===== src/design/rv_pkg.sv =====
package rv_pkg;

	// datapath width
	localparam int xlen = 32;

	typedef logic [4:0] reg_addr_t;
	typedef logic [xlen-1:0] word_t;

	// major opcodes, instr[6:0]
	typedef enum logic [6:0] {
		op_r      = 7'b0110011,
		op_imm    = 7'b0010011,
		op_load   = 7'b0000011,
		op_store  = 7'b0100011,
		op_branch = 7'b1100011,
		op_jal    = 7'b1101111
	} opcode_t;

	typedef enum logic [2:0] {
		alu_add,
		alu_sub,
		alu_and,
		alu_or,
		alu_xor,
		alu_slt
	} alu_op_t;

	// addi x0, x0, 0
	localparam word_t nop_instr = 32'h0000_0013;

	// pc of a slot that holds no real instruction
	localparam word_t bubble_pc = 32'hffff_ffff;

endpackage


===== src/design/decode_stage.sv =====
`timescale 1ns/10ps

module decode_stage (
	input  logic               clock,
	input  logic               reset,
	input  rv_pkg::word_t      ifid_pc,
	input  rv_pkg::word_t      ifid_instr,
	input  logic               stall,
	input  logic               flush_idex,
	input  rv_pkg::reg_addr_t  wb_rd,
	input  logic               wb_reg_write,
	input  rv_pkg::word_t      wb_data,
	output logic               jump,
	output rv_pkg::word_t      jump_target,
	output rv_pkg::reg_addr_t  rs1,
	output rv_pkg::reg_addr_t  rs2,
	output logic               uses_rs2,
	output rv_pkg::word_t      ex_pc,
	output rv_pkg::word_t      ex_a,
	output rv_pkg::word_t      ex_b,
	output rv_pkg::word_t      ex_imm,
	output rv_pkg::reg_addr_t  ex_rs1,
	output rv_pkg::reg_addr_t  ex_rs2,
	output rv_pkg::reg_addr_t  ex_rd,
	output rv_pkg::alu_op_t    ex_alu_op,
	output logic               ex_alu_src_imm,
	output logic               ex_reg_write,
	output logic               ex_is_load,
	output logic               ex_is_store,
	output logic               ex_is_branch
);
	import rv_pkg::*;

	word_t imm_i;
	word_t imm_s;
	word_t imm_b;
	word_t imm_j;
	word_t imm;
	word_t read_a;
	word_t read_b;
	word_t a_value;
	alu_op_t alu_op;
	logic op_known;
	logic uses_rs1;
	logic alu_src_imm;
	logic reg_write;
	logic is_load;
	logic is_store;
	logic is_branch;

	assign imm_i = {{20{ifid_instr[31]}}, ifid_instr[31:20]};
	assign imm_s = {{20{ifid_instr[31]}}, ifid_instr[31:25], ifid_instr[11:7]};
	assign imm_b = {{19{ifid_instr[31]}}, ifid_instr[31], ifid_instr[7],
		ifid_instr[30:25], ifid_instr[11:8], 1'b0};
	assign imm_j = {{11{ifid_instr[31]}}, ifid_instr[31], ifid_instr[19:12],
		ifid_instr[20], ifid_instr[30:21], 1'b0};

	always_comb begin
		op_known = 1'b1;
		uses_rs1 = 1'b1;
		uses_rs2 = 1'b0;
		alu_src_imm = 1'b0;
		reg_write = 1'b0;
		is_load = 1'b0;
		is_store = 1'b0;
		is_branch = 1'b0;
		jump = 1'b0;
		alu_op = alu_add;
		imm = imm_i;
		case (opcode_t'(ifid_instr[6:0]))
			op_r: begin
				reg_write = 1'b1;
				uses_rs2 = 1'b1;
				case (ifid_instr[14:12])
					3'b000: alu_op = ifid_instr[30] ? alu_sub : alu_add;
					3'b111: alu_op = alu_and;
					3'b110: alu_op = alu_or;
					3'b100: alu_op = alu_xor;
					3'b010: alu_op = alu_slt;
					default: begin
						op_known = 1'b0;
						reg_write = 1'b0;
					end
				endcase
			end
			op_imm: begin
				reg_write = 1'b1;
				alu_src_imm = 1'b1;
			end
			op_load: begin
				reg_write = 1'b1;
				alu_src_imm = 1'b1;
				is_load = 1'b1;
			end
			op_store: begin
				alu_src_imm = 1'b1;
				is_store = 1'b1;
				uses_rs2 = 1'b1;
				imm = imm_s;
			end
			op_branch: begin
				is_branch = 1'b1;
				uses_rs2 = 1'b1;
				alu_op = alu_sub;
				imm = imm_b;
			end
			op_jal: begin
				// link value pc + 4 goes through the alu
				reg_write = 1'b1;
				alu_src_imm = 1'b1;
				uses_rs1 = 1'b0;
				jump = 1'b1;
				imm = 32'd4;
			end
			default: begin
				op_known = 1'b0;
				uses_rs1 = 1'b0;
			end
		endcase
	end

	// unused rs1 fields read as x0 so they never stall or forward
	assign rs1 = uses_rs1 ? ifid_instr[19:15] : '0;
	assign rs2 = ifid_instr[24:20];
	assign jump_target = ifid_pc + imm_j;
	assign a_value = jump ? ifid_pc : read_a;

	reg_file i_reg_file (
		.clock       (clock),
		.reset       (reset),
		.read_addr_a (rs1),
		.read_addr_b (rs2),
		.write_addr  (wb_rd),
		.write_en    (wb_reg_write),
		.write_data  (wb_data),
		.read_a      (read_a),
		.read_b      (read_b)
	);

	// ID/EX control
	always_ff @(posedge clock or negedge reset) begin
		if (!reset) begin
			ex_alu_src_imm <= 1'b0;
			ex_reg_write <= 1'b0;
			ex_is_load <= 1'b0;
			ex_is_store <= 1'b0;
			ex_is_branch <= 1'b0;
		end else if (stall || flush_idex) begin
			ex_alu_src_imm <= 1'b0;
			ex_reg_write <= 1'b0;
			ex_is_load <= 1'b0;
			ex_is_store <= 1'b0;
			ex_is_branch <= 1'b0;
		end else begin
			ex_alu_src_imm <= alu_src_imm;
			ex_reg_write <= reg_write;
			ex_is_load <= is_load;
			ex_is_store <= is_store;
			ex_is_branch <= is_branch;
		end
	end

	// ID/EX payload
	always_ff @(posedge clock) begin
		if (stall || flush_idex) begin
			ex_pc <= bubble_pc;
			ex_rs1 <= '0;
			ex_rs2 <= '0;
			ex_rd <= '0;
		end else begin
			ex_pc <= ifid_pc;
			ex_a <= a_value;
			ex_b <= read_b;
			ex_imm <= imm;
			ex_rs1 <= rs1;
			ex_rs2 <= rs2;
			ex_rd <= ifid_instr[11:7];
			ex_alu_op <= alu_op;
		end
	end

	assert property (@(posedge clock) disable iff (!reset) !op_known |=> !ex_reg_write);

endmodule


===== src/design/execute_stage.sv =====
`timescale 1ns/10ps

module execute_stage (
	input  logic              clock,
	input  logic              reset,
	input  rv_pkg::word_t     ex_pc,
	input  rv_pkg::word_t     ex_a,
	input  rv_pkg::word_t     ex_b,
	input  rv_pkg::word_t     ex_imm,
	input  rv_pkg::reg_addr_t ex_rs1,
	input  rv_pkg::reg_addr_t ex_rs2,
	input  rv_pkg::reg_addr_t ex_rd,
	input  rv_pkg::alu_op_t   ex_alu_op,
	input  logic              ex_alu_src_imm,
	input  logic              ex_reg_write,
	input  logic              ex_is_load,
	input  logic              ex_is_store,
	input  logic              ex_is_branch,
	input  logic              flush_exmem,
	input  rv_pkg::reg_addr_t wb_rd,
	input  logic              wb_reg_write,
	input  rv_pkg::word_t     wb_data,
	output logic              read_en,
	output rv_pkg::word_t     ex_result,
	output rv_pkg::word_t     mem_result,
	output rv_pkg::word_t     mem_store_data,
	output rv_pkg::reg_addr_t mem_rd,
	output logic              mem_reg_write,
	output logic              mem_is_load,
	output logic              mem_is_store,
	output logic              mem_is_branch,
	output logic              mem_zero,
	output rv_pkg::word_t     mem_branch_target
);
	import rv_pkg::*;

	word_t fwd_a;
	word_t fwd_b;
	word_t alu_b;

	// the younger result in EX/MEM wins, a load there has no data yet
	function automatic word_t forward(reg_addr_t src, word_t reg_value);
		if (src != '0 && mem_reg_write && !mem_is_load && mem_rd == src) begin
			return mem_result;
		end
		if (src != '0 && wb_reg_write && wb_rd == src) begin
			return wb_data;
		end
		return reg_value;
	endfunction

	always_comb begin
		fwd_a = forward(ex_rs1, ex_a);
		fwd_b = forward(ex_rs2, ex_b);
	end

	assign alu_b = ex_alu_src_imm ? ex_imm : fwd_b;

	always_comb begin
		case (ex_alu_op)
			alu_sub: ex_result = fwd_a - alu_b;
			alu_and: ex_result = fwd_a & alu_b;
			alu_or:  ex_result = fwd_a | alu_b;
			alu_xor: ex_result = fwd_a ^ alu_b;
			alu_slt: ex_result = {{(xlen-1){1'b0}}, $signed(fwd_a) < $signed(alu_b)};
			default: ex_result = fwd_a + alu_b;
		endcase
	end

	// a load behind a taken branch must not touch memory
	assign read_en = ex_is_load && !flush_exmem;

	// EX/MEM control
	always_ff @(posedge clock or negedge reset) begin
		if (!reset) begin
			mem_reg_write <= 1'b0;
			mem_is_load <= 1'b0;
			mem_is_store <= 1'b0;
			mem_is_branch <= 1'b0;
		end else if (flush_exmem) begin
			mem_reg_write <= 1'b0;
			mem_is_load <= 1'b0;
			mem_is_store <= 1'b0;
			mem_is_branch <= 1'b0;
		end else begin
			mem_reg_write <= ex_reg_write;
			mem_is_load <= ex_is_load;
			mem_is_store <= ex_is_store;
			mem_is_branch <= ex_is_branch;
		end
	end

	always_ff @(posedge clock) begin
		mem_result <= ex_result;
		mem_store_data <= fwd_b;
		mem_rd <= ex_rd;
		mem_zero <= (ex_result == '0);
		mem_branch_target <= ex_pc + ex_imm;
	end

endmodule


===== src/design/fetch_stage.sv =====
`timescale 1ns/10ps

module fetch_stage #(
	parameter rv_pkg::word_t reset_pc = '0
) (
	input  logic          clock,
	input  logic          reset,
	input  rv_pkg::word_t instr,
	input  logic          stall,
	input  logic          flush_ifid,
	input  logic          jump,
	input  rv_pkg::word_t jump_target,
	input  logic          branch_taken,
	input  rv_pkg::word_t branch_target,
	output rv_pkg::word_t pc,
	output rv_pkg::word_t ifid_pc,
	output rv_pkg::word_t ifid_instr
);
	import rv_pkg::*;

	word_t next_pc;

	// branch from memory is older than the jump in decode
	always_comb begin
		if (branch_taken) begin
			next_pc = branch_target;
		end else if (jump) begin
			next_pc = jump_target;
		end else begin
			next_pc = pc + 32'd4;
		end
	end

	always_ff @(posedge clock or negedge reset) begin
		if (!reset) begin
			pc <= reset_pc;
		end else if (!stall) begin
			pc <= next_pc;
		end
	end

	// IF/ID, a flush wins over the stall hold
	always_ff @(posedge clock or negedge reset) begin
		if (!reset) begin
			ifid_instr <= nop_instr;
		end else if (flush_ifid) begin
			ifid_instr <= nop_instr;
		end else if (!stall) begin
			ifid_instr <= instr;
		end
	end

	always_ff @(posedge clock) begin
		if (flush_ifid) begin
			ifid_pc <= bubble_pc;
		end else if (!stall) begin
			ifid_pc <= pc;
		end
	end

endmodule


===== src/design/hazard_unit.sv =====
`timescale 1ns/10ps

module hazard_unit (
	input  rv_pkg::reg_addr_t rs1,
	input  rv_pkg::reg_addr_t rs2,
	input  logic              uses_rs2,
	input  rv_pkg::reg_addr_t ex_rd,
	input  logic              ex_is_load,
	input  logic              jump,
	input  logic              branch_taken,
	output logic              stall,
	output logic              flush_ifid,
	output logic              flush_idex,
	output logic              flush_exmem
);

	logic load_use;

	assign load_use = ex_is_load && ex_rd != '0 &&
		(ex_rd == rs1 || (uses_rs2 && ex_rd == rs2));

	// a taken branch kills the load anyway
	assign stall = load_use && !branch_taken;

	assign flush_ifid = jump || branch_taken;
	assign flush_idex = branch_taken;
	assign flush_exmem = branch_taken;

	// decode reports x0 as rs1 for jal, so a redirect never meets a stall
	always_comb begin
		assert (!(stall && (jump || branch_taken)));
	end

endmodule


===== src/design/memory_stage.sv =====
`timescale 1ns/10ps

module memory_stage (
	input  logic              clock,
	input  logic              reset,
	input  rv_pkg::word_t     mem_result,
	input  rv_pkg::word_t     mem_store_data,
	input  rv_pkg::reg_addr_t mem_rd,
	input  logic              mem_reg_write,
	input  logic              mem_is_load,
	input  logic              mem_is_store,
	input  logic              mem_is_branch,
	input  logic              mem_zero,
	input  rv_pkg::word_t     mem_branch_target,
	input  rv_pkg::word_t     read_data,
	output logic              write_en,
	output rv_pkg::word_t     write_data,
	output logic              branch_taken,
	output rv_pkg::word_t     branch_target,
	output rv_pkg::reg_addr_t wb_rd,
	output logic              wb_reg_write,
	output rv_pkg::word_t     wb_data
);
	import rv_pkg::*;

	word_t wb_result;
	word_t wb_load_data;
	logic wb_is_load;

	assign write_en = mem_is_store;
	assign write_data = mem_store_data;

	// beq only, equal operands leave a zero difference
	assign branch_taken = mem_is_branch && mem_zero;
	assign branch_target = mem_branch_target;

	always_ff @(posedge clock or negedge reset) begin
		if (!reset) begin
			wb_reg_write <= 1'b0;
			wb_is_load <= 1'b0;
		end else begin
			wb_reg_write <= mem_reg_write;
			wb_is_load <= mem_is_load;
		end
	end

	// read data arrives during this stage, one cycle after read_en
	always_ff @(posedge clock) begin
		wb_rd <= mem_rd;
		wb_result <= mem_result;
		wb_load_data <= read_data;
	end

	assign wb_data = wb_is_load ? wb_load_data : wb_result;

	assert property (@(posedge clock) disable iff (!reset) !(write_en && branch_taken));

endmodule


===== src/design/pipe_cpu.sv =====
`timescale 1ns/10ps

module pipe_cpu #(
	parameter rv_pkg::word_t reset_pc = '0
) (
	input  logic          clock,
	input  logic          reset,
	input  rv_pkg::word_t instr,
	input  rv_pkg::word_t read_data,
	output rv_pkg::word_t pc,
	output rv_pkg::word_t data_addr,
	output logic          read_en,
	output logic          write_en,
	output rv_pkg::word_t write_data
);
	import rv_pkg::*;

	word_t ifid_pc;
	word_t ifid_instr;
	logic jump;
	word_t jump_target;
	reg_addr_t rs1;
	reg_addr_t rs2;
	logic uses_rs2;
	word_t ex_pc;
	word_t ex_a;
	word_t ex_b;
	word_t ex_imm;
	reg_addr_t ex_rs1;
	reg_addr_t ex_rs2;
	reg_addr_t ex_rd;
	alu_op_t ex_alu_op;
	logic ex_alu_src_imm;
	logic ex_reg_write;
	logic ex_is_load;
	logic ex_is_store;
	logic ex_is_branch;
	word_t ex_result;
	word_t mem_result;
	word_t mem_store_data;
	reg_addr_t mem_rd;
	logic mem_reg_write;
	logic mem_is_load;
	logic mem_is_store;
	logic mem_is_branch;
	logic mem_zero;
	word_t mem_branch_target;
	logic branch_taken;
	word_t branch_target;
	reg_addr_t wb_rd;
	logic wb_reg_write;
	word_t wb_data;
	logic stall;
	logic flush_ifid;
	logic flush_idex;
	logic flush_exmem;

	// loads address from execute, stores from memory
	assign data_addr = read_en ? ex_result : mem_result;

	fetch_stage #(
		.reset_pc (reset_pc)
	) i_fetch (
		.clock, .reset, .instr, .stall, .flush_ifid, .jump, .jump_target,
		.branch_taken, .branch_target, .pc, .ifid_pc, .ifid_instr
	);

	decode_stage i_decode (
		.clock, .reset, .ifid_pc, .ifid_instr, .stall, .flush_idex,
		.wb_rd, .wb_reg_write, .wb_data, .jump, .jump_target, .rs1, .rs2, .uses_rs2,
		.ex_pc, .ex_a, .ex_b, .ex_imm, .ex_rs1, .ex_rs2, .ex_rd, .ex_alu_op,
		.ex_alu_src_imm, .ex_reg_write, .ex_is_load, .ex_is_store, .ex_is_branch
	);

	execute_stage i_execute (
		.clock, .reset, .ex_pc, .ex_a, .ex_b, .ex_imm, .ex_rs1, .ex_rs2, .ex_rd,
		.ex_alu_op, .ex_alu_src_imm, .ex_reg_write, .ex_is_load, .ex_is_store,
		.ex_is_branch, .flush_exmem, .wb_rd, .wb_reg_write, .wb_data, .read_en,
		.ex_result, .mem_result, .mem_store_data, .mem_rd, .mem_reg_write,
		.mem_is_load, .mem_is_store, .mem_is_branch, .mem_zero, .mem_branch_target
	);

	memory_stage i_memory (
		.clock, .reset, .mem_result, .mem_store_data, .mem_rd, .mem_reg_write,
		.mem_is_load, .mem_is_store, .mem_is_branch, .mem_zero, .mem_branch_target,
		.read_data, .write_en, .write_data, .branch_taken, .branch_target,
		.wb_rd, .wb_reg_write, .wb_data
	);

	hazard_unit i_hazard (
		.rs1, .rs2, .uses_rs2, .ex_rd, .ex_is_load, .jump, .branch_taken,
		.stall, .flush_ifid, .flush_idex, .flush_exmem
	);

endmodule


===== src/design/reg_file.sv =====
`timescale 1ns/10ps

module reg_file (
	input  logic              clock,
	input  logic              reset,
	input  rv_pkg::reg_addr_t read_addr_a,
	input  rv_pkg::reg_addr_t read_addr_b,
	input  rv_pkg::reg_addr_t write_addr,
	input  logic              write_en,
	input  rv_pkg::word_t     write_data,
	output rv_pkg::word_t     read_a,
	output rv_pkg::word_t     read_b
);
	import rv_pkg::*;

	word_t regs [32];

	function automatic word_t read_port(reg_addr_t addr);
		// writeback in this cycle is seen by decode
		if (write_en && write_addr != '0 && write_addr == addr) begin
			return write_data;
		end
		return regs[addr];
	endfunction

	// x0 is cleared by reset and never written
	always_ff @(posedge clock or negedge reset) begin
		if (!reset) begin
			for (int i = 0; i < 32; i++) begin
				regs[i] <= '0;
			end
		end else if (write_en && write_addr != '0) begin
			regs[write_addr] <= write_data;
		end
	end

	always_comb begin
		read_a = read_port(read_addr_a);
		read_b = read_port(read_addr_b);
	end

	assert property (@(posedge clock) disable iff (!reset)
		read_addr_a == '0 |-> read_a == '0);

endmodule


===== config.mk =====
export PLATFORM = sky130hd
export DESIGN_NAME = pipe_cpu
export DESIGN_NICKNAME = d
export VERILOG_FILES = /design/src/design/rv_pkg.sv /design/src/design/decode_stage.sv /design/src/design/execute_stage.sv /design/src/design/fetch_stage.sv /design/src/design/hazard_unit.sv /design/src/design/memory_stage.sv /design/src/design/pipe_cpu.sv /design/src/design/reg_file.sv
export SDC_FILE = /design/constraint.sdc
export NUM_CORES = 2
export LEC_CHECK = 0
export BUFFER_PORTS_ARGS = -buffer_cell sky130_fd_sc_hd__buf_4
export CAP_MARGIN = 20
export CORE_MARGIN = 3
export CORE_UTILIZATION = 45
export CTS_BUF_LIST = sky130_fd_sc_hd__clkbuf_4
export CTS_CLUSTER_SIZE = 30
export DETAILED_ROUTE_END_ITERATION = 12
export GPL_ROUTABILITY_DRIVEN = 0
export PLACE_DENSITY = 0.72
export SYNTH_ARGS = -nofsm -noshare
export SYNTH_HDL_FRONTEND = slang
export SYNTH_SLANG_ARGS = --single-unit

===== constraint.sdc =====
create_clock -name clock -period 17.5 [get_ports clock]
set_clock_uncertainty 0.15 [all_clocks]
set_input_delay 1.75 -clock clock [delete_from_list [all_inputs] [get_ports clock]]
set_output_delay 1.75 -clock clock [all_outputs]
set_load 0.01 [all_outputs]

==> run_results.csv <==
group,metric,value,unit
logic_synthesis,syn_area,0.0762,mm^2
clock_network,root_buffer,"clkbuf_4",
outcome,violations,"design-rule violations",
route,num_vias,65400,
placement,hpwl,154000,um
route,via_per_inst,6.47,
timing,relSlewSlack,16.8,%
clock_network,hold_buffers,0,
floorplan,die_y,418,um
logic_synthesis,yosysTopAreaCell,"dfrtp_1",
outcome,status,"finished with violations",
worst_setup_path,slowest_stage,"mux2i_4",
clock_network,cts_inserted_buffers,372,
cells_and_area,layout_common_cells,"dfrtp_1, nand2_1, o21ai_0, a21oi_1, nor2_1",
worst_setup_path,reg2reg_depth,17,
timing,fmax,102,MHz
worst_setup_path,worstPathCellList,"buf_4 > mux2i_4 > nand2_1 > o21ai_0 > o21ai_0 > o21ai_0 > ha_1 > o21ai_0 > nor2b_1 > a211oi_1 > a211oi_1 > o211ai_1 > a221oi_2 > o211ai_1 > a21oi_1 > mux2i_1 > o21ai_2 > mux2_2 > buf_4",
logic_synthesis,synth_top_family_by_area,"compound AO/OA/AOI/OAI gates",
logic_synthesis,synth_cells,7695,
clock_network,cts.sinks,1429,
worst_setup_path,crit_buf_inv,2,
logic_synthesis,syn_area_per_cell,9.90,um^2
job,maxCapViolCount,0,
placement,pre_cts_ws,9.17,ns
timing,rsz0062_at_grt,"false",
cells_and_area,finalInstanceArea,0.0840,mm^2
grt,antenna_found_initial,11,
placement,placed_cell_area,0.0791,mm^2
logic_synthesis,synthTopCellsByArea,"dfrtp_1, mux4_2, dfxtp_1, o21ai_0, a21oi_1",
grt,grt_pass1_wl,393000,um
clock_network,h-tree-depth,5,
worst_setup_path,crit_type,"flop to output pin",
cells_and_area,syn_to_final_growth,10.1,%
cells_and_area,layout-drive-gt1-share,19.0,%
clock_network,cts_resized,0,
floorplan,core,0.168,mm^2
worst_setup_path,path_delay_family,"compound AO/OA/AOI/OAI gates",
timing,hold_viol,0,
clock_network,post_cts_buffers,0,
worst_setup_path,worstSetupEndpointType,"output pin",
route,drt_pass1_iterations,13,
clock_network,clockBufferDepth,4,
timing,min_period,9.81,ns
logic_synthesis,synth_adder_area_share,2.70,%
floorplan,initial_core_util,45.4,%
timing,maxSlewViolCount,0,
route,routedWlPerCell,25.9,um
timing,min_period_over_period,56.1,%
timing,worst_slack,7.69,ns
logic_synthesis,ys_ff_latch,1429,
power,peakVddDrop,0.0464,mV
power,p_leak,0.0357,uW
logic_synthesis,ys.flop_type,"dfrtp_1",
route,antenna_left,0,
clock_network,clkTransAtPathRegs,0.07,ns
worst_setup_path,worst-path-max-fanout,35,
worst_setup_path,arrival,7.91,ns
grt,grt_pass1_vias,64100,
logic_synthesis,ys_warn_count,0,
logic_synthesis,synth_top_area_share,36.0,%
min_path,holdPathStages,0,
clock_network,cts_tree,"yes",
logic_synthesis,synth_cell_types,107,
logic_synthesis,syn-num-nets,7923,
worst_setup_path,r2r_start,"i_memory.wb_is_load$_DFF_PN0_",
floorplan,fp.dieW,418,um
logic_synthesis,synth-simple-area-share,12.0,%
worst_setup_path,cp_common_cell,"o21ai_0",
timing,setup_viol_count_final,0,
route,totalWireLength,262000,um
clock_network,clock_latency,1.40,ns
route,drcViolationCount,4,
cells_and_area,final_nets,7864,
grt,grt_max_degree,190,
floorplan,io_pins,164,
logic_synthesis,yosysSeqAreaShare,45.8,%
min_path,worstHoldStart,"i_execute.mem_reg_write$_DFF_PN0_",
min_path,hold_path_class,"flop to flop",
logic_synthesis,synth-edff-count,80,
worst_setup_path,r2r-end,"i_execute.mem_zero$_DFF_P_",
worst_setup_path,regToRegSetupSlack,10.29,ns
grt,grt.overflow.total,0,
floorplan,rows,150,
logic_synthesis,synth-compound-area-share,19.0,%
timing,worstMarginPinSlew,1.25,ns
logic_synthesis,synthXorXnorAreaFrac,1.10,%
route,first_iter_violations,8945,
power,power.density,94.2,mW/mm^2
placement,io_buffers,163,
logic_synthesis,synthArstFlopShare,76.9,%
grt,grt_usage,29.5,%
min_path,worst_hold_path.endpoint,"i_memory.wb_reg_write$_DFF_PN0_",
floorplan,die_area,0.174,mm^2
worst_setup_path,cpPeakStageDelay,1.01,ns
worst_setup_path,cp_data_required_time,15.60,ns
logic_synthesis,synthMuxAreaShare,15.0,%
worst_setup_path,startpoint_type,"flop",
timing,fin_setup_tns,0,ns
cells_and_area,final_common_cell,"dfrtp_1",
==> report_power, final <==
group          switching (uW)  total, uW  internal [uW]
combinational             753       1290            533
clock                    1420       2850           1430
sequential                227       3770           3550
==> cell usage after synthesis, drive strengths merged, types with 56 or more instances <==
cell type  number
nand2        1005
clkbuf        610
xnor2          66
dfxtp         250
nor2          709
nor2b          56
nor3           56
mux4          464
dfrtp        1096
nand3          81
buf           109
edfxtp         80
o22ai         155
inv           141
a21oi         797
o21ai         840
o211ai        117
a211oi         66
ha            158
o221ai        135
==> registers in the layout, indices dropped and copies added, names as in the netlist, 13 cells and up <==
register / flops
i_decode.ex_imm: 13
i_memory.wb_load_data: 32
i_decode.ex_b: 32
i_execute.mem_store_data: 32
i_execute.mem_branch_target: 32
i_decode.ex_pc: 32
i_fetch.ifid_instr: 32
i_fetch.ifid_pc: 32
i_memory.wb_result: 32
i_fetch.pc: 32
i_execute.mem_result: 32
i_decode.ex_a: 32
i_decode.i_reg_file.regs: 1024
==> logic make-up after synthesis <==
kind of cell    count (synthesis)
flops                        1429
xor+xnor                       96
simple gates                 2158
compound gates               2429
buf+inv                       861
mux                           560
fa+ha+maj                     162
==> per-layer routing <==
layer | global-route usage, % | vias up | part of all wire, %
met4 | 17.4 | 4 | 6.3
met5 | 0 | - | 0.011
met2 | 44.6 | 4386 | 44
met3 | 9.05 | 970 | 13
li1 | - | 28100 | -
met1 | 37.5 | 31900 | 36
==> cell type report <==
class / instances / area, um^2
Fill cell: 15100 / 83800
Multi-Input combinational cell: 5405 / 38700
Sequential cell: 1429 / 34900
Clock buffer: 524 / 3930
Tap cell: 2204 / 2760
Timing Repair Buffer: 286 / 2530
Inverter: 142 / 543
Clock inverter: 103 / 523
Antenna cell: 14 / 35.0
==> stage by stage <==
stage | power, uW | util, % | instances | hold slack, ns
CTS | 7900 | 49.8 | 10100 | 0.183
detailed placement | 5070 | 47.1 | 9449 | 0.208
global placement | 5030 | 47.1 | 9443 | 0.207
global route | 8250 | 50.0 | 10100 | 0.190
finish | 7910 | 50.0 | 10100 | 0.186
floorplan | 4600 | - | 7695 | 0.197
==> how the worst max path moves through the flow <==
stage / start / endpoint / slack, ns / cells past startpoint
final: i_memory.wb_is_load$_DFF_PN0_ / data_addr[31] / 7.69 / 19
after floorplan: i_memory.wb_rd[4]$_DFF_P_ / data_addr[26] / 10.43 / 21
after global routing: i_memory.wb_is_load$_DFF_PN0_ / data_addr[31] / 7.13 / 19
after global placement: i_memory.wb_is_load$_DFF_PN0_ / data_addr[31] / 9.22 / 19
after CTS: i_memory.wb_is_load$_DFF_PN0_ / data_addr[28] / 7.69 / 20
after detailed placement: i_memory.wb_is_load$_DFF_PN0_ / data_addr[28] / 9.17 / 20
==> worst register-to-register path, cell delays in order (launching register included) <==
cell and delay (ns):
dfrtp_4 0.66, buf_4 0.68, mux2i_4 1.02, nand2_1 0.09, o21ai_0 0.11, o21ai_0 0.23
fa_1 0.57, a2111oi_4 0.43, o31ai_2 0.21, o221ai_2 0.51, a31oi_4 0.22, a311oi_2 0.66
o2111ai_1 0.22, a2bb2oi_1 0.22, nand2b_1 0.20, nor4_1 0.30, nand4_1 0.16, nor4_2 0.40
Note: power is estimated with default switching activity, not from simulation.
